$ cat src/ntt_pkg.sv
package ntt_pkg;

    // --------------------------------------------------
    // ml-dsa field and datapath widths
    // --------------------------------------------------
    localparam int unsigned COEFF_W = 23;

    // q = 2^23 - 2^13 + 1
    localparam logic [COEFF_W-1:0] NTT_Q    = 23'd8380417;
    // (q+1)/2, inverse of 2 mod q for gs halving
    localparam logic [COEFF_W-1:0] NTT_INV2 = 23'd4190209;

    // pipeline depths in clock edges
    localparam int unsigned MULT_LATENCY = 2;
    localparam int unsigned BF_LATENCY   = 3;
    localparam int unsigned NTT_LATENCY  = 2 * BF_LATENCY;
    localparam int unsigned PWO_LATENCY  = BF_LATENCY;

    typedef logic [COEFF_W-1:0] coeff_t;

    // ct = forward layer, gs = inverse layer, rest are lane ops
    typedef enum logic [2:0] {
        ct  = 3'd0,
        gs  = 3'd1,
        pwm = 3'd2,
        pwa = 3'd3,
        pws = 3'd4
    } mode_t;

    // --------------------------------------------------
    // operand word, two views of the same 184 bits
    // --------------------------------------------------
    // stage-1 pairs plus stage-2 twiddles
    typedef struct packed {
        coeff_t u00, v00, w00;
        coeff_t u01, v01, w01;
        coeff_t w10, w11;
    } bf_operands_t;

    // four independent lanes
    typedef struct packed {
        coeff_t u0, v0;
        coeff_t u1, v1;
        coeff_t u2, v2;
        coeff_t u3, v3;
    } pwo_operands_t;

    typedef union packed {
        bf_operands_t  bf;
        pwo_operands_t pwo;
    } ntt_operands_u;

    // stage-2 results
    typedef struct packed {
        coeff_t u20, v20;
        coeff_t u21, v21;
    } bf_uv_t;

    // lane results, uv0 from bf00 through uv3 from bf11
    typedef struct packed {
        coeff_t uv0, uv1, uv2, uv3;
    } pwo_uv_t;

endpackage
$ cat src/ntt_butterfly.sv
`timescale 1ns/1ps

module ntt_butterfly #(
    parameter ntt_pkg::coeff_t REDUCE_Q = ntt_pkg::NTT_Q
) (
    input  logic            clk,
    input  logic            reset_n,
    input  logic            zeroize_i,
    input  ntt_pkg::mode_t  mode_i,
    input  ntt_pkg::coeff_t u_i,
    input  ntt_pkg::coeff_t v_i,
    input  ntt_pkg::coeff_t w_i,
    output ntt_pkg::coeff_t u_o,
    output ntt_pkg::coeff_t v_o,
    output ntt_pkg::coeff_t pwo_o
);
    import ntt_pkg::*;

    // (a + b) mod q, both inputs below q
    function automatic coeff_t mod_add(coeff_t a, coeff_t b);
        logic [COEFF_W:0] s;
        s = {1'b0, a} + {1'b0, b};
        if (s >= {1'b0, REDUCE_Q}) begin
            s = s - {1'b0, REDUCE_Q};
        end
        return s[COEFF_W-1:0];
    endfunction

    // (a - b) mod q, biased by q so it never goes negative
    function automatic coeff_t mod_sub(coeff_t a, coeff_t b);
        logic [COEFF_W:0] d;
        d = {1'b0, a} + {1'b0, REDUCE_Q} - {1'b0, b};
        if (d >= {1'b0, REDUCE_Q}) begin
            d = d - {1'b0, REDUCE_Q};
        end
        return d[COEFF_W-1:0];
    endfunction

    // a * inv2 mod q: make it even by adding q, then shift
    function automatic coeff_t halve(coeff_t a);
        logic [COEFF_W:0] h;
        h = a[0] ? ({1'b0, a} + {1'b0, REDUCE_Q}) : {1'b0, a};
        return h[COEFF_W:1];
    endfunction

    logic   is_ct, is_gs, is_pwm;
    coeff_t add_c, sub_c;
    coeff_t s1_a_nxt;
    // u path: ct u, gs half sum, pwa/pws result
    coeff_t s1_a, s2_a;
    // gs half difference and its twiddle, one cycle in
    coeff_t s1_b, w_d;
    coeff_t mul_a, mul_b, mul_p;
    coeff_t v_q;

    assign is_ct  = (mode_i == ct);
    assign is_gs  = (mode_i == gs);
    assign is_pwm = (mode_i == pwm);

    assign add_c = mod_add(u_i, v_i);
    assign sub_c = mod_sub(u_i, v_i);

    always_comb begin
        unique case (mode_i)
            ct:      s1_a_nxt = u_i;
            gs:      s1_a_nxt = halve(add_c);
            pws:     s1_a_nxt = sub_c;
            default: s1_a_nxt = add_c;
        endcase
    end

    // --------------------------------------------------
    // stages 1 and 2, multiplier runs alongside
    // --------------------------------------------------
    always_ff @(posedge clk or negedge reset_n) begin
        if (!reset_n) begin
            s1_a <= '0;
            s1_b <= '0;
            w_d  <= '0;
            s2_a <= '0;
        end else if (zeroize_i) begin
            s1_a <= '0;
            s1_b <= '0;
            w_d  <= '0;
            s2_a <= '0;
        end else begin
            s1_a <= s1_a_nxt;
            s1_b <= halve(sub_c);
            w_d  <= w_i;
            s2_a <= s1_a;
        end
    end

    // ct w*v and pwm u*v start at cycle 0, gs diff*w at cycle 1
    assign mul_a = is_gs ? s1_b : (is_ct ? w_i : u_i);
    assign mul_b = is_gs ? w_d : v_i;

    ntt_mod_mult #(
        .REDUCE_Q (REDUCE_Q)
    ) mult_inst (
        .clk       (clk),
        .reset_n   (reset_n),
        .zeroize_i (zeroize_i),
        .a_i       (mul_a),
        .b_i       (mul_b),
        .p_o       (mul_p)
    );

    // --------------------------------------------------
    // stage 3: ct add/sub, lane results out
    // --------------------------------------------------
    always_ff @(posedge clk or negedge reset_n) begin
        if (!reset_n) begin
            u_o   <= '0;
            v_q   <= '0;
            pwo_o <= '0;
        end else if (zeroize_i) begin
            u_o   <= '0;
            v_q   <= '0;
            pwo_o <= '0;
        end else begin
            u_o   <= is_ct ? mod_add(s2_a, mul_p) : s2_a;
            v_q   <= mod_sub(s2_a, mul_p);
            pwo_o <= is_pwm ? mul_p : s2_a;
        end
    end

    // gs product lands in the same cycle as the ct difference
    assign v_o = is_gs ? mul_p : v_q;

endmodule

$ cat src/ntt_mod_mult.sv
`timescale 1ns/1ps

module ntt_mod_mult #(
    parameter ntt_pkg::coeff_t REDUCE_Q = ntt_pkg::NTT_Q
) (
    input  logic            clk,
    input  logic            reset_n,
    input  logic            zeroize_i,
    input  ntt_pkg::coeff_t a_i,
    input  ntt_pkg::coeff_t b_i,
    output ntt_pkg::coeff_t p_o
);
    import ntt_pkg::*;

    // full 46-bit product, registered in cycle 1
    logic [2*COEFF_W-1:0] prod_q;
    // remainder of the registered product
    logic [2*COEFF_W-1:0] prod_red;

    // --------------------------------------------------
    // cycle 1: raw multiply
    // --------------------------------------------------
    always_ff @(posedge clk or negedge reset_n) begin
        if (!reset_n) begin
            prod_q <= '0;
        end else if (zeroize_i) begin
            prod_q <= '0;
        end else begin
            // widen before multiply so no bits drop
            prod_q <= (2*COEFF_W)'(a_i) * (2*COEFF_W)'(b_i);
        end
    end

    // --------------------------------------------------
    // cycle 2: reduce mod q
    // --------------------------------------------------
    // operands below q keep the product below q^2
    assign prod_red = prod_q % (2*COEFF_W)'(REDUCE_Q);

    always_ff @(posedge clk or negedge reset_n) begin
        if (!reset_n) begin
            p_o <= '0;
        end else if (zeroize_i) begin
            p_o <= '0;
        end else begin
            // remainder fits one coefficient
            p_o <= prod_red[COEFF_W-1:0];
        end
    end

endmodule

$ cat config.mk
export PLATFORM = sky130hd
export DESIGN_NAME = ntt_butterfly
export DESIGN_NICKNAME = d
export VERILOG_FILES = /design/src/ntt_pkg.sv /design/src/ntt_butterfly.sv /design/src/ntt_mod_mult.sv
export SDC_FILE = /design/constraint.sdc
export NUM_CORES = 2
export LEC_CHECK = 0
export BUFFER_PORTS_ARGS = -buffer_cell sky130_fd_sc_hd__buf_2
export CORE_ASPECT_RATIO = 1.75
export CORE_MARGIN = 1.5
export CORE_UTILIZATION = 40
export CTS_BUF_LIST = sky130_fd_sc_hd__clkbuf_4
export CTS_CLUSTER_DIAMETER = 30
export DETAILED_ROUTE_END_ITERATION = 6
export PLACE_DENSITY = 0.54
export SLEW_MARGIN = 20
export SYNTH_ARGS = -nofsm -noshare
export SYNTH_HDL_FRONTEND = slang
export SYNTH_SLANG_ARGS = --single-unit
$ cat constraint.sdc
create_clock -name clk -period 31.7 [get_ports clk]
set_clock_uncertainty 0.15 [all_clocks]
set_input_delay 7.925 -clock clk [delete_from_list [all_inputs] [get_ports clk]]
set_output_delay 7.925 -clock clk [all_outputs]
set_load 0.005 [all_outputs]
======== After elaboration in Yosys (flattened, before gate mapping) ========
Index checks and enable logic that the tools add are counted.
operators by class
  reduce and logical (&&, ||, !) cells .... 1
  order comparisons ....................... 4
  eq/ne operators ......................... 3
  multiplexer cells ....................... 22
  $add $sub $neg .......................... 12
  divide/modulo/power cells ............... 1
  multipliers ............................. 1
operators by type and width
  cell                    number
  $mux 23                 18
  $add 23x23->24 const B  4
  $ge 24x23->1 const B    4
  $sub 23x23->23 const B  4
  $pmux 23 s3             1
  $add 23x23->24          2
  $mux 24                 2
  $sub 24x23->24          2
  $mod 46x23->46 const B  1
  $mul 23x23->46          1
  $mux 46                 1
  $eq 3x1->1 const B      1
  $eq 3x2->1 const B      1
  $eq 3x3->1 const B      1
  $logic_not 3->1         1
storage, ports and cells
  flip-flop bits (word level) ............. 230

======== Logic depth before layout (Yosys ltp) ========
  depth in word-level cells ............... 7
  depth in mapped cells ................... 123
  mapped depth without buffers ............ 96

======== Hierarchy ========
From an unflattened synthesis, not the netlist that was laid out.
second synthesis, totals
  cells, all modules ...................... 7039
  area, all modules ....................... 54553.6 um^2
by module, submodules not included
  module         seq. area each (um^2)  cells each  area an instance (um^2)  times used
  ntt_mod_mult   1726.7                 4759        36924.2                  1
  ntt_butterfly  4028.9                 2280        17629.4                  1

======== Worst setup path after synthesis ========
Ideal clock, no wire load.
  path kind ............................... register -> register
  from .................................... register mult_inst.prod_q[26]
  to ...................................... register mult_inst.p_o[22]
  setup slack ............................. 2.668 ns
  clock period less this slack ............ 29.032 ns
  cell stages (with the launch flop) ...... 99
  library setup time ...................... 0.132 ns
  arrival ................................. 28.751 ns
  cell sequence ........................... dfrtp_1 nor4_2 nand3b_1 a2111oi_4 xnor2_1 nand4b_1 or4_4 a31o_2 nor4_4 a21oi_1 or3_1 a211o_2 o31a_1 nor4_2 nor3_4 a311o_1 or4_4 and2_1 [63 not listed] o211ai_2 a21boi_1 maj3_1 xor2_1 nand4bb_4 or4_1 o211a_1 buf_4 buf_4 a2111oi_0 nor2_1 xnor2_4 or2_2 o41ai_4 nand2_1 or3_1 xnor2_1 nor2_1
on the way
  longest elaborated chain between the ends .. 2
ends and longest elaborated chain
  element                 RTL line            RTL
  from (decl)             ntt_mod_mult.sv:16  logic [2*COEFF_W-1:0] prod_q;
  from (signal assigned)  ntt_mod_mult.sv:30  prod_q <= (2*COEFF_W)'(a_i) * (2*COEFF_W)'(b_i);
  $mod 46x23->46          ntt_mod_mult.sv:38  assign prod_red = prod_q % (2*COEFF_W)'(REDUCE_Q);
  $mux 23                 ntt_mod_mult.sv:43  end else if (zeroize_i) begin
  to (signal assigned)    ntt_mod_mult.sv:47  p_o <= prod_red[COEFF_W-1:0];
  to (decl)               ntt_mod_mult.sv:11  output ntt_pkg::coeff_t p_o
Every way passes these cells.

======== Worst setup path after layout ========
  from .................................... register mult_inst.prod_q[26]
  to ...................................... register mult_inst.p_o[3]
Same word-level chain as after synthesis.

==> results by group <==
Placement
  • Placed Cells: around 8,800
  • Port bufs: 143
  • Detailed Place HPWL: roughly 160 mm
  • Routability Congestion: just under 1
  • Post-DP Area: between 50,000 and 60,000 um^2

Timing
  • Final Hold Viols: 0
  • Least-Margin Pin Slew: between 0.9 and 1 ns
  • Slew headroom: approximately a third
  • Min Tclk post-route: about 30 ns
  • Final Slew Violations: 0
  • Worst slack on hold paths: around 0.22 ns
  • Max Freq: between 0.03 and 0.04 GHz
  • Tcrit/Tclk final: 95.63%
  • Setup Viol. Count Final: 0

GRT
  • Vias in the first global route: 52,580
  • Global route total overflow: 0
  • Largest net degree at the start of global routing: around 110
  • Total track usage: 29.02%
  • First-pass GRT wire length: ~300 mm
  • Initial antenna violation count: 13

Floorplanning
  • Die ar.: between 100,000 and 150,000 um^2
  • Std cell rows: around 170
  • Die Width: between 200 and 300 um
  • Core ar.: 127,100 um^2
  • Starting Density: between 40 and 50%
  • I/O Pins: 144
  • Die Height: between 400 and 500 um

Detailed routing
  • Drt initial violations: ~2,800
  • Routed Antenna Nets: 0
  • 1st-pass router iterations: 6
  • DR WL/cell: around 21 um
  • Via/cell ratio: 5.651
  • # DRC: 0
  • Vias: slightly above 50,000
  • Post-Route WL: roughly 190 mm

Logic synthesis
  • Syn avg cell area: a little under 8 um^2
  • Synth unique cells: approximately 170
  • Dominant cells by area after synthesis: fa_1 17%, dfrtp_1 11%, ha_1 7.9%
  • Ys Warns: 0
  • Synth async-reset ratio: 100.0%
  • Synth top area share: ~17%
  • Ys flop type: dfrtp_1
  • Post-synthesis sequential area ratio: 11.22%
  • Syn nets: 7,291
  • Post-Syn Area: ~51,000 um^2
  • Post-synth top area cell: fa_1
  • Post-synthesis cell count: 6,452
  • #FFs+latches synth: 230
  • Number of flops mapped to enable cells by yosys: 0

Min path
  • Hold endpoint: s2_a[12]$_DFF_PN0_
  • Hold_sp: s1_a[12]$_DFF_PN0_
  • Tightest Hold Check Type: reg -> reg
  • Hold-critical path depth: 1

CTS
  • CTS sink count: 230
  • Worst-path clk slew: ~0.07 ns
  • CTS Buf Count: 73
  • Worst-Skew Late Latency: around 0.92 ns
  • Hold_buf cts: 0
  • CTS Root Cell: clkbuf_4
  • Max H-tree Level: 3
  • TritonCTS clock tree: built
  • Clock buffer depth: 3

Worst setup path
  • Crit-path max FO: 20
  • R2R cell count: ~100
  • Startpoint Class: register
  • Critical Path RT: approximately 32 ns
  • FF-to-FF setup slack: approximately 1.4 ns
  • CP Class: reg -> reg
  • CP max-delay cell: or4b_4
  • WP data arrival: between 30 and 40 ns
  • FF-to-FF End: mult_inst.p_o[3]$_DFF_PN0_
  • FF-to-FF Start: mult_inst.prod_q[26]$_DFF_PN0_
  • CP peak stage delay: between 0.6 and 0.7 ns
  • Crit end category: register
  • Cell mode on critical path: buf_4

Cells and area
  • Area growth from synthesis to layout: 19.19%
  • Share of layout cells above drive strength 1: between 20% and 30%
  • Final cell count without fillers: around 9,000
  • Nets: between 8,000 and 9,000
  • Core Util, Final: between 40 and 50%
  • Post-route design area: around 60,000 um^2

Job
  • Max Cap Viol: 0

Status
  • Status: finished, final reports clean
[synth_stat cells, drive strengths merged (21+ instances only)]
master and n:
a2111oi 40, a211o 21, a211oi 66, a21o 89, a21oi 325, a311oi 23, a31oi 49, and2 112
and3 62, buf 74, clkbuf 162, dfrtp 230, fa 442, ha 322, inv 691, mux2 52
mux2i 68, nand2 797, nand2b 43, nand3 151, nand4 67, nor2 632, nor2b 104, nor3 170
nor3b 21, nor4 93, nor4b 26, o2111ai 25, o211ai 55, o21a 30, o21ai 183, o21bai 88
o31ai 45, or2 52, or3 84, or4 29, xnor2 410, xor2 139
[worst max-delay path: cells and delay by family (launching register included)]
kind                     cells  cell delay [ns]
AND/OR/NAND/NOR             39            14.19
AO/OA/AOI/OAI               46            11.86
buffers and inverters       13             2.35
XOR/XNOR                     4             0.69
flip-flops                   1             0.46
adder cells (fa/ha/maj)      1             0.39
multiplexers                 1             0.16
[final cells by class]
cell class	count	area, um^2
Multi-Input combinational cell	5288	42470
Tap cell	1662	2079
Sequential cell	230	5759
Clock inverter	38	371.6
Timing Repair Buffer	990	7159
Fill cell	12820	65890
Inverter	692	2597
Antenna cell	11	27.53
Clock buffer	93	698.2
[per-layer routing]
| layer | wire, um | global-route usage, % |
|---|---|---|
| met4 | 11850 | 15.70 |
| met1 | 67660 | 29.83 |
| met5 | 46 | 0 |
| met3 | 7003 | 2.823 |
| met2 | 105300 | 56.38 |
[kinds of logic (layout without fill, tap and decap cells)]
group | Yosys count | after routing | share of synthesized area, %
AND/OR/NAND/NOR | 2543 | 2543 | 24.96
AO/OA/AOI/OAI | 1294 | 1295 | 18.70
buffers and inverters | 935 | 1813 | 7.443
adder cells (fa/ha/maj) | 780 | 780 | 25.40
XOR/XNOR | 550 | 550 | 9.711
flip-flops | 230 | 230 | 11.22
multiplexers | 120 | 120 | 2.570
other | 0 | 11 | 0
[cells in the final DEF, fill, tap and decap left out, types with 35 or more instances in the layout]
cell type	count
buf_4	841
nand2_1	790
inv_1	689
nor2_1	620
fa_1	442
xnor2_1	393
ha_1	322
a21oi_1	301
dfrtp_1	227
nor3_1	153
nand3_1	142
buf_2	141
xor2_1	134
o21ai_0	121
nor2b_1	104
and2_1	102
clkbuf_4	93
a21o_1	87
o21bai_1	87
or3_1	83
nor4_1	68
nand4_1	65
mux2i_1	61
and3_1	56
o21ai_1	50
a211oi_1	49
mux2_2	48
o211ai_1	47
a31oi_1	44
nand2b_1	41
or2_2	40
o31ai_1	35
[stage by stage]
step / setup WS, ns / TNS (ns)
final: 1.384 / 0
after CTS: 0.2055 / 0
after global routing: -0.08418 / -0.2223
after floorplan: 2.668 / 0
after global placement: 0.6055 / 0
after detailed placement: 0.2797 / 0
[repair_timing]
action | in CTS | in global routing
setup buffers | 0 | 19
setup endpoints to repair | 0 | 23
resized for setup | 0 | 105
[registers in the layout, indices dropped and copies added, names as in the netlist]
| signal | count |
|---|---|
| pwo_o | 23 |
| v_q | 23 |
| u_o | 23 |
| w_d | 23 |
| s1_b | 23 |
| s1_a | 23 |
| mult_inst.prod_q | 46 |
| s2_a | 23 |
| mult_inst.p_o | 23 |
[how the worst max path moves through the flow]
stage / from / endpoint / slack, ns / depth (start not counted)
after floorplan: mult_inst.prod_q[26]$_DFF_PN0_ / mult_inst.p_o[22]$_DFF_PN0_ / 2.67 / 98
after global placement: mult_inst.prod_q[26]$_DFF_PN0_ / mult_inst.p_o[16]$_DFF_PN0_ / 0.61 / 107
after global routing: mult_inst.prod_q[41]$_DFF_PN0_ / mult_inst.p_o[3]$_DFF_PN0_ / -0.08 / 106
after detailed placement: mult_inst.prod_q[26]$_DFF_PN0_ / mult_inst.p_o[3]$_DFF_PN0_ / 0.28 / 109
final: mult_inst.prod_q[26]$_DFF_PN0_ / mult_inst.p_o[3]$_DFF_PN0_ / 1.38 / 104
after CTS: mult_inst.prod_q[26]$_DFF_PN0_ / mult_inst.p_o[3]$_DFF_PN0_ / 0.21 / 109
Power is left out: the tool's default activity adds up to more than one toggle a clock period on the data nets, which glitch-free logic cannot reach.
