[src/ntt_pkg.sv]
package ntt_pkg;

    // --------------------------------------------------
    // ml-dsa field and datapath widths
    // --------------------------------------------------
    localparam int unsigned COEFF_W = 23;

    // q = 2^23 - 2^13 + 1
    localparam logic [COEFF_W-1:0] NTT_Q    = 23'd8380417;
    // (q+1)/2, inverse of 2 mod q for gs halving
    localparam logic [COEFF_W-1:0] NTT_INV2 = 23'd4190209;

    // pipeline depths in clock edges
    localparam int unsigned MULT_LATENCY = 2;
    localparam int unsigned BF_LATENCY   = 3;
    localparam int unsigned NTT_LATENCY  = 2 * BF_LATENCY;
    localparam int unsigned PWO_LATENCY  = BF_LATENCY;

    typedef logic [COEFF_W-1:0] coeff_t;

    // ct = forward layer, gs = inverse layer, rest are lane ops
    typedef enum logic [2:0] {
        ct  = 3'd0,
        gs  = 3'd1,
        pwm = 3'd2,
        pwa = 3'd3,
        pws = 3'd4
    } mode_t;

    // --------------------------------------------------
    // operand word, two views of the same 184 bits
    // --------------------------------------------------
    // stage-1 pairs plus stage-2 twiddles
    typedef struct packed {
        coeff_t u00, v00, w00;
        coeff_t u01, v01, w01;
        coeff_t w10, w11;
    } bf_operands_t;

    // four independent lanes
    typedef struct packed {
        coeff_t u0, v0;
        coeff_t u1, v1;
        coeff_t u2, v2;
        coeff_t u3, v3;
    } pwo_operands_t;

    typedef union packed {
        bf_operands_t  bf;
        pwo_operands_t pwo;
    } ntt_operands_u;

    // stage-2 results
    typedef struct packed {
        coeff_t u20, v20;
        coeff_t u21, v21;
    } bf_uv_t;

    // lane results, uv0 from bf00 through uv3 from bf11
    typedef struct packed {
        coeff_t uv0, uv1, uv2, uv3;
    } pwo_uv_t;

endpackage
[src/ntt_ready_ctrl.sv]
`timescale 1ns/1ps

module ntt_ready_ctrl (
    input  logic           clk,
    input  logic           reset_n,
    input  logic           zeroize_i,
    input  logic           enable_i,
    input  ntt_pkg::mode_t mode_i,
    output logic           ready_o
);
    import ntt_pkg::*;

    // one bit per cycle in flight, bit 0 is the exit
    logic [NTT_LATENCY-1:0] ready_sr;
    logic [NTT_LATENCY-1:0] ready_nxt;
    logic                   ntt_mode;

    // two butterfly stages for ct/gs, one for lanes
    assign ntt_mode = (mode_i == ct) || (mode_i == gs);

    // --------------------------------------------------
    // shift toward bit 0, insert enable by mode
    // --------------------------------------------------
    always_comb begin
        ready_nxt = ready_sr >> 1;
        if (ntt_mode) begin
            // top bit is empty after the shift
            ready_nxt[NTT_LATENCY-1] = enable_i;
        end else begin
            // keep any pulse already passing this depth
            ready_nxt[PWO_LATENCY-1] = ready_sr[PWO_LATENCY] | enable_i;
        end
    end

    always_ff @(posedge clk or negedge reset_n) begin
        if (!reset_n) begin
            ready_sr <= '0;
        end else if (zeroize_i) begin
            // pending pulses are dropped
            ready_sr <= '0;
        end else begin
            ready_sr <= ready_nxt;
        end
    end

    // high in the same cycle the last butterfly stage presents data
    assign ready_o = ready_sr[0];

endmodule

[config.mk]
export PLATFORM = sky130hd
export DESIGN_NAME = ntt_ready_ctrl
export DESIGN_NICKNAME = d
export VERILOG_FILES = /design/src/ntt_pkg.sv /design/src/ntt_ready_ctrl.sv
export SDC_FILE = /design/constraint.sdc
export NUM_CORES = 1
export LEC_CHECK = 0
export CORE_AREA = 4 4 41 43
export CTS_BUF_LIST = sky130_fd_sc_hd__clkbuf_2 sky130_fd_sc_hd__clkbuf_4 sky130_fd_sc_hd__clkbuf_8
export DETAILED_ROUTE_END_ITERATION = 8
export DIE_AREA = 0 0 45 47
export DONT_BUFFER_PORTS = 1
export GPL_TIMING_DRIVEN = 0
export MAX_ROUTING_LAYER = met4
export PLACE_DENSITY_LB_ADDON = 0.15
export SYNTH_ARGS = -nofsm -noshare
export SYNTH_HDL_FRONTEND = slang
export SYNTH_SLANG_ARGS = --single-unit
[constraint.sdc]
create_clock -name clk -period 0.9 [get_ports clk]
set_input_delay 0.135 -clock clk [delete_from_list [all_inputs] [get_ports clk]]
set_output_delay 0.135 -clock clk [all_outputs]
set_load 0.005 [all_outputs]
After elaboration in Yosys (flattened, before gate mapping):

Index checks and enable logic that the tools add are counted.
Widths: inputs -> output; s select.

* flip-flop bits (word level): 6
* input port bits: 7
* output and inout port bits: 1
* word-level logic and storage cells: 8

* eq/ne operators: 1
* multiplexer cells: 3
* bitwise gates (word level): 1
* reduce and logical (&&, ||, !) cells: 2

Operator list (count)
* $mux 6: 1
* $eq 3x1->1 const B: 1
* $logic_not 3->1: 1
* $mux 1: 2
* $logic_or 1x1->1: 1
* $or 1x1->1: 1

Longest topological paths before layout:

Gate-level depths: netlist (run 1).

* word-level depth: 4
* gate-level depth with buffers: 2
* depth with buffers taken out: 2

Worst setup path after synthesis (run 1):

Ideal clock, no wire load.

* kind: reg2reg
* start: register ready_sr[1]
* end: register ready_sr[0]
* arrival: 0.441 ns
* data required time: 0.782 ns
* slack: 0.342 ns
* cell stages (with the launch flop): 2
* clock period less this slack: 0.558 ns
* cells stage by stage: dfrtp_1 -> nor2b_1

* word-level cells in the longest chain between the ends: 1

Ends and longest elaborated chain
* from (decl): line ntt_ready_ctrl.sv:14 `logic [NTT_LATENCY-1:0] ready_sr;`
* from (signal assigned): line ntt_ready_ctrl.sv:42 `ready_sr <= ready_nxt;`
* $mux 6: line ntt_ready_ctrl.sv:38 `end else if (zeroize_i) begin`

Every way passes these cells.

Worst setup path after layout (run 1):

* start: input zeroize_i
* end: register ready_sr[5]

* word-level cells in the longest chain between the ends: 1

Ends and longest elaborated chain
* from (decl): line ntt_ready_ctrl.sv:6 `input logic zeroize_i,`
* $mux 6: line ntt_ready_ctrl.sv:38

Every way passes these cells.

==> summary by stage, run 1 <==
CTS
Post-CTS repair changed the size of 0 cells. CTS built an H-tree with a depth of 1. CTS placed an instance of sky130_fd_sc_hd__clkbuf_4 at the clock tree root.

TritonCTS built the clock tree. The longest clock path from root to sink contains 2 buffers. The clock sink count is 6. Clock-pin slew was measured on the worst setup and hold paths at 0.04 ns. The TritonCTS buffer count is 3. The latest clock arrival within the worst-skew pair is 0.24 ns.

Global route
The global routing stage identified its most utilized layer as met3. In the global route stage, met2 resource usage came out at 0.0480. The met1 track demand over resource is 0.0553.

The number of global-route vias before repair is 150. The initial antenna violation count was 0. The first global-routing pass estimated 621 um of wire. Entering global routing, the biggest net connects 7 pins. Global routing finished with a remaining overflow of 0.

In the global route stage, overall resource usage came out at 0.0533. In the global route stage, met3 resource usage came out at 0.0690.

Run
The count of max-cap constraint violations is 0.

Detailed routing
The post-detailed-route count of antenna-violating nets is 0. The first-pass iteration count of the detailed router is 2. For this run, design rule violations remaining after detail routing come to 0. Dividing the detail-routed via count by the number of cells gives 3.56. The initial detailed-routing violation count is 3. The average routed wire per standard cell is 9.56 um.

For this block, the routed nets add up to 344 um of wire. The overall via count from detail_route is 128.

Layout
Leaving out fill and tap cells, the most frequent cell in the layout is sky130_fd_sc_hd__dfrtp_1. In the layout the commonest cells are 6 x sky130_fd_sc_hd__dfrtp_1, 4 x sky130_fd_sc_hd__nor2b_1, 4 x sky130_fd_sc_hd__dlygate4sd3_1, 3 x sky130_fd_sc_hd__clkbuf_4. The largest registers in the layout are ready_sr: 6 flops.

The total number of nets in the final design is 30. The number of inserted diodes is 0. The register with the most flip-flops in the layout has 6 of them.

The area growth from synthesis to layout is 39.9%. Of the cells placed in the final design, the portion with a size suffix greater than 1 is 0.190. Ranked by flip-flop count, first place goes to ready_sr. The post-route cell area is 285 um^2.

The final cell utilization of the core is 0.219.

Floorplanning
The initial core utilization is 0.157. The placement row count is 13. The height of the die is 47 um. The chip width is 45 um.

8 I/O pins were placed. The floorplan step defined a die boundary enclosing 0.00212 mm^2. After floorplanning, the core was sized to cover 0.00130 mm^2.

Synth
In this run, synthesis produced a sequential element count of 6. The average instance area after synthesis is 14.6 um^2. After technology mapping, the gate count stands at 14. The post-synth design cell area is 204 um^2. The distinct cell type count after synthesis is 6. The count of warnings emitted by yosys is 0. The number of nets handed over by synthesis was 21. The share of the Yosys chip area taken by registers is 0.736.

Critical path
The critical path is of the input pin to flop type. The launching element of the worst setup path is zeroize_i. The critical path's largest stage delay is 0.63 ns. The worst register-to-register path begins at ready_sr[1]. The depth of the most critical reg-to-reg path is 1. The largest fanout of any net on the critical path is 6. The critical path buffer and inverter count is 1. The family with the most delay on the worst path is buffers and inverters. The data arrival time of the worst path is 0.99 ns. STA classifies the critical path endpoint as a flop.

The data required time at the worst endpoint is 1.04 ns. The slowest cell on the critical path is sky130_fd_sc_hd__dlygate4sd3_1. Setup slack on the worst reg-to-reg path comes out at 0.30 ns.

In this run the critical register-to-register path is captured at ready_sr[0]. Walking the worst path, the cells encountered are dlygate4sd3_1, nor4b_2. The critical path startpoint category is an input pin.

Timing
Setup repair after global routing left no endpoint under its margin. The hold slack is 0.0711 ns. The final count of pins violating max slew is 0. The hold violation count in the final report came to 0.

In the finished design, the share of the clock period the worst path needs comes to 0.945. For the pin with the worst max-slew slack, the measured transition is 0.277 ns. The setup TNS is 0 ns. Setup slack on the critical path of the routed design comes to 0.0498 ns. In this run the tightest slew margin relative to its limit is 0.815. Timing would allow up to 1180 MHz. The final period demand of the worst path is 0.850 ns. The setup violation total in the final timing report is 0. The maximum clock skew at final layout is 0.00539 ns.

Hold path
The end point of the worst hold path is ready_sr[2]. The type of the most critical hold path is input pin to flop. The worst hold path was traced through 2 stages. The startpoint identified for the worst hold timing path is enable_i.

Outcome
The run finished with clean final reports.

Place
The total of buffers placed on input and output ports is 0. At the placement stage, the worst setup path has a slack of 0.318 ns. At the end of routability-driven placement, the weighted congestion stood at 0.631. The placed instances occupy a cell area of 223 um^2.

Power
The static power due to leakage is 0.127 nW. For this design the ratio of total power to cell area is 1920 mW/mm^2. The highest ir drop seen on vdd is 0.592 mV.
worst max-delay path by stage:
stage	endpoint	cells past startpoint
2_1_floorplan	ready_sr[0]	1
3_3_place_gp	ready_sr[4]	1
3_5_place_dp	ready_sr[0]	1
4_1_cts	ready_sr[5]	2
5_1_grt	ready_sr[5]	2
6_report	ready_sr[5]	2
cell type report:
class	instances	area, um^2
clock buffers	3	22.5
fillers	150	1020
inverters	1	3.75
multi-input cells	7	50.0
flip-flops and latches	6	150
well taps	15	18.8
repair buffers	4	40.0
power breakdown:
part	switching (mW)	internal [mW]	total (mW)	leakage (nW)
combinational	0.0136	0.0175	0.0310	0.0310
sequential	0.00180	0.278	0.280	0.0820
clock	0.0871	0.150	0.237	0.0138
cells by family (layout without fill, tap and decap cells):
family / Yosys count / in the layout / synth area share
buffers and inverters: 1 / 8 / 0.0184
flip-flops: 6 / 6 / 0.736
AO/OA/AOI/OAI: 2 / 2 / 0.0490
AND/OR/NAND/NOR: 5 / 5 / 0.196
what timing repair did:
item / 4_1_cts / 5_1_grt
hold endpoints to repair: 12 / 0
hold buffers: 4 / 0
setup buffers: 0 / 0
per-layer routing:
metal | vias up | share of wire
met5 | - | 0
met4 | 0 | 0
met3 | 0 | 0.19
met2 | 10 | 0.37
met1 | 59 | 0.44
li1 | 59 | -
Yosys cell counts:
master | instances | area (um^2)
sky130_fd_sc_hd__dfrtp_1 | 6 | 150
sky130_fd_sc_hd__nor2b_1 | 4 | 25.0
sky130_fd_sc_hd__a21oi_1 | 1 | 5.00
sky130_fd_sc_hd__inv_1 | 1 | 3.75
sky130_fd_sc_hd__nor4b_2 | 1 | 15.0
sky130_fd_sc_hd__o21ai_0 | 1 | 5.00
through the flow:
step | power (mW) | cells
final | 0.548 | 36
after detailed placement | 0.292 | 29
after CTS | 0.566 | 36
after floorplan | 0.291 | 14
after global placement | 0.292 | 29
after global routing | 0.609 | 36
Note: power is estimated with default switching activity, not from simulation.
==> run 2, diff against run 1 <==
--- a/config.mk
+++ b/config.mk
@@ -5,6 +5,7 @@
 export SDC_FILE = /design/constraint.sdc
 export NUM_CORES = 1
 export LEC_CHECK = 0
+export ABC_AREA = 1
 export CORE_AREA = 4 4 41 43
 export CTS_BUF_LIST = sky130_fd_sc_hd__clkbuf_2 sky130_fd_sc_hd__clkbuf_4 sky130_fd_sc_hd__clkbuf_8
 export DETAILED_ROUTE_END_ITERATION = 8
@@ -13,6 +14,7 @@
 export GPL_TIMING_DRIVEN = 0
 export MAX_ROUTING_LAYER = met4
 export PLACE_DENSITY_LB_ADDON = 0.15
+export REMOVE_ABC_BUFFERS = 1
 export SYNTH_ARGS = -nofsm -noshare
 export SYNTH_HDL_FRONTEND = slang
 export SYNTH_SLANG_ARGS = --single-unit
==> summary by stage, run 2 <==
Power
The clock network fraction of design power is 0.437 (was 0.433). The static power due to leakage is 0.159 nW (was 0.127 nW). The relative contribution of sequential cells to total power is 0.506 (was 0.511). The combinational power share is 0.057 (about the same).

The highest ir drop seen on vdd is 0.699 mV (was 0.592 mV). The total net switching power is 0.110 mW (was 0.102 mW). The internal power of the cells is 0.443 mW (was 0.446 mW). The proportion of total power due to net switching is 0.199 (was 0.187).

The cell area power density is 1890 mW/mm^2 (was 1920 mW/mm^2).

Synth
The flip-flop and latch count after synthesis was 6 (unchanged). The number of standard cells after synthesis is 25 (was 14). The dominant cell by count in the synthesized netlist is sky130_fd_sc_hd__inv_1 (was sky130_fd_sc_hd__dfrtp_1).

The prevailing post-synth register cell was sky130_fd_sc_hd__dfrtp_1 (unchanged). The top-area cell type share of the netlist area is 0.678 (was 0.736). The distinct cell type count after synthesis is 4 (was 6). List of most frequent post-synthesis cells: 8 x sky130_fd_sc_hd__inv_1, 6 x sky130_fd_sc_hd__dfrtp_1, 6 x sky130_fd_sc_hd__nor2_1 (was 6 x sky130_fd_sc_hd__dfrtp_1, 4 x sky130_fd_sc_hd__nor2b_1). The post-synth design cell area is 221 um^2 (was 204 um^2). Cells taking the most area after synthesis: sky130_fd_sc_hd__dfrtp_1 68%, sky130_fd_sc_hd__inv_1 14%, sky130_fd_sc_hd__nor2_1 10% (was sky130_fd_sc_hd__dfrtp_1 74%, sky130_fd_sc_hd__nor2b_1 12%, sky130_fd_sc_hd__nor4b_2 7.4%). The average instance area after synthesis is 8.86 um^2 (was 14.6 um^2). The sequential-to-total area share from yosys stat was 0.678 (was 0.736). The share of flip-flops with an asynchronous set or reset after synthesis is 1.00 (unchanged). The count of warnings emitted by yosys is 0 (unchanged). The cell taking the most area after synthesis was sky130_fd_sc_hd__dfrtp_1 (unchanged). The count of flip-flops with a built-in enable after synthesis is 0 (unchanged).

Global route
The global-route wire length before repair was 752 um (was 621 um). The maximum number of pins on one net before global-route repair is 7 (unchanged). The number of global-route vias before repair came to 184 (was 150).

The remaining global-route overflow is 0 (unchanged). The global-route total usage across every layer is 0.0622 (was 0.0533). The initial antenna violation count came to 0 (unchanged).

Critical path
The critical register-to-register path startpoint is ready_sr[3] (was ready_sr[1]). The critical path endpoint category is an output pin (was flop). The critical path startpoint category is a flop (was input pin). The data required time at the worst endpoint is 0.76 ns (was 1.04 ns). The classification of the worst setup path is flop to output pin (was input pin to flop). The slack of the worst reg-to-reg path was 0.32 ns (was 0.30 ns). The largest fanout of any net on the critical path is 1 (was 6). The endpoint of the lowest-slack register-to-register path is ready_sr[2] (was ready_sr[0]). The data arrival time of the worst path was 0.61 ns (was 0.99 ns). The depth of the most critical reg-to-reg path came to 2 (was 1).

Timing
The setup violation total in the final timing report is 0 (unchanged). The slew at the pin closest to its max-slew limit is 0.295 ns (was 0.277 ns). The final count of pins violating max slew is 0 (unchanged).

The maximum clock rate came to 1350 MHz (was 1180 MHz). Setup repair after global routing missed its margin: no (unchanged). The setup TNS is 0 ns (unchanged).

The hold violation count in the final report came to 0 (unchanged). The share of the cycle needed by the critical path after routing was 0.825 (was 0.945). The maximum clock skew at final layout is 0.00236 ns (was 0.00539 ns). The final period demand of the worst path is 0.743 ns (was 0.850 ns).

The worst slew slack as a fraction of its limit was 0.802 (was 0.815). The final critical-path setup slack was 0.157 ns (was 0.0498 ns).

Floorplanning
The chip width is 45 um (unchanged). The height of the die was 47 um (unchanged). The area enclosed by the die boundary is 0.00212 mm^2 (unchanged). The core box area is 0.00130 mm^2 (unchanged).

The placement row count is 13 (unchanged). The initial core utilization is 0.170 (was 0.157). The number of primary I/O pins is 8 (unchanged).

Layout
The total number of nets in the final design came to 40 (was 30). Commonest cells after routing, fill and taps aside: 8 x sky130_fd_sc_hd__inv_1, 6 x sky130_fd_sc_hd__nor2_1, 6 x sky130_fd_sc_hd__dfrtp_1, 5 x sky130_fd_sc_hd__nand2_1 (was 6 x sky130_fd_sc_hd__dfrtp_1, 4 x sky130_fd_sc_hd__nor2b_1, 4 x sky130_fd_sc_hd__dlygate4sd3_1, 3 x sky130_fd_sc_hd__clkbuf_4). The number of inserted diodes is 0 (unchanged). The number of flip-flops under the largest register name was 6 (unchanged).

The layout filler cell count came to 156 (was 150). The largest register by flop count is ready_sr (unchanged). The most common cell after layout, fill and taps aside is sky130_fd_sc_hd__inv_1 (was sky130_fd_sc_hd__dfrtp_1). The area growth from synthesis to layout came to 32.2% (was 39.9%).

Largest registers: ready_sr: 6 flops (unchanged). The share of post-route cells with drive strength above 1 was 0.0968 (was 0.190).

CTS
The cell at the root of the clock tree is sky130_fd_sc_hd__clkbuf_4 (unchanged). The number of buffers inserted to repair setup after CTS is 0 (unchanged). The CTS H-tree depth is 1 (unchanged). The clock sink count came to 6 (unchanged). The number of buffers inserted for hold repair after clock tree synthesis was 2 (was 4). The post-cts sizing count is 0 (unchanged). The TritonCTS buffer count was 3 (unchanged). The clock slew seen by the registers of the worst setup and hold paths is 0.05 ns (was 0.04 ns). The latest clock arrival within the worst-skew pair is 0.24 ns (about the same). The clock tree from TritonCTS is built (unchanged). The number of buffers on the longest clock path was 2 (unchanged).

Detailed routing
The vias per cell was 3.41 (was 3.56). The DRC violation count after routing is 0 (unchanged). The routed wire length is 413 um (was 344 um). The initial detailed-routing violation count came to 3 (unchanged).

The post-detailed-route count of antenna-violating nets is 0 (unchanged). The average routed wire per standard cell is 8.98 um (was 9.56 um). The first-pass iteration count of the detailed router is 2 (unchanged). The overall via count from detail_route is 157 (was 128).

Place
The final weighted congestion of routability-driven global placement came to 0.654 (was 0.631). The minimum setup slack after placement came to 0.342 ns (was 0.318 ns). The total of buffers placed on input and output ports is 0 (unchanged). After legalization and detailed placement, the total HPWL measured 292 um.

Run
The count of max-cap constraint violations came to 0 (unchanged).

Hold path
The type of the most critical hold path was input pin to flop (unchanged). The end point of the worst hold path was ready_sr[2] (unchanged). The launch instance of the worst min-delay path is zeroize_i (was enable_i).

The worst hold path cell count was 3 (was 2).

Outcome
Run status: finished, final reports clean (unchanged).
run 2: changes by cell type in the layout (fill, tap and decap cells not counted), sizes merged:
cell         change
o21ai            -1
nand2            +5
nor2b            -4
a21oi            -1
nor4b            -1
dlygate4sd3      -1
inv              +7
nor2             +6
run 2: worst max path at each step:
stage	start	endpoint	slack, ns	cells after the start
2_1_floorplan	ready_sr[3]	ready_sr[2]	0.35	2
3_3_place_gp	ready_sr[3]	ready_sr[2]	0.33	2
3_5_place_dp	ready_sr[3]	ready_sr[2]	0.34	2
4_1_cts	ready_sr[0]	ready_o	0.14	0
5_1_grt	ready_sr[0]	ready_o	0.11	0
6_report	ready_sr[0]	ready_o	0.16	0
run 2: cells by family after synthesis:
family,Yosys count,share of synthesized area
flip-flops,6,0.678
AND/OR/NAND/NOR,11,0.186
buffers and inverters,8,0.136
run 2: metal layers:
metal	track usage	up-vias	wire length, um
met1	0.0550	67	210
met3	0.0613	2	45
met2	0.0763	7	147
li1	-	81	-
met5	-	-	0
met4	0.0526	0	10
run 2: final cells by class:
class / count / area, um^2 / share of cell area
multi-input combinational: 11 / 41.3 / 0.141
tap: 15 / 18.8 / 0.0641
inverter: 8 / 30.0 / 0.103
timing repair buffer: 3 / 30.0 / 0.103
clock buffer: 3 / 22.5 / 0.0769
sequential: 6 / 150 / 0.513
run 2: power by group through the flow:
stage	clock network (mW)	logic, mW	registers [mW]
floorplan	0	0.0126	0.284
global placement	0	0.0143	0.284
detailed placement	0	0.0145	0.284
CTS	0.262	0.0292	0.280
global route	0.292	0.0378	0.280
finish	0.242	0.0315	0.280
run 2: through the flow:
step / total power [mW] / utilization / cells / hold slack [ns] / area, um^2
floorplan: 0.296 / - / 25 / -0.161 / 221
global placement: 0.299 / 0.185 / 40 / -0.160 / 240
detailed placement: 0.299 / 0.185 / 40 / -0.160 / 240
CTS: 0.571 / 0.217 / 45 / 0.00536 / 283
global route: 0.610 / 0.225 / 46 / 0.0442 / 293
finish: 0.553 / 0.225 / 46 / 0.0473 / 293
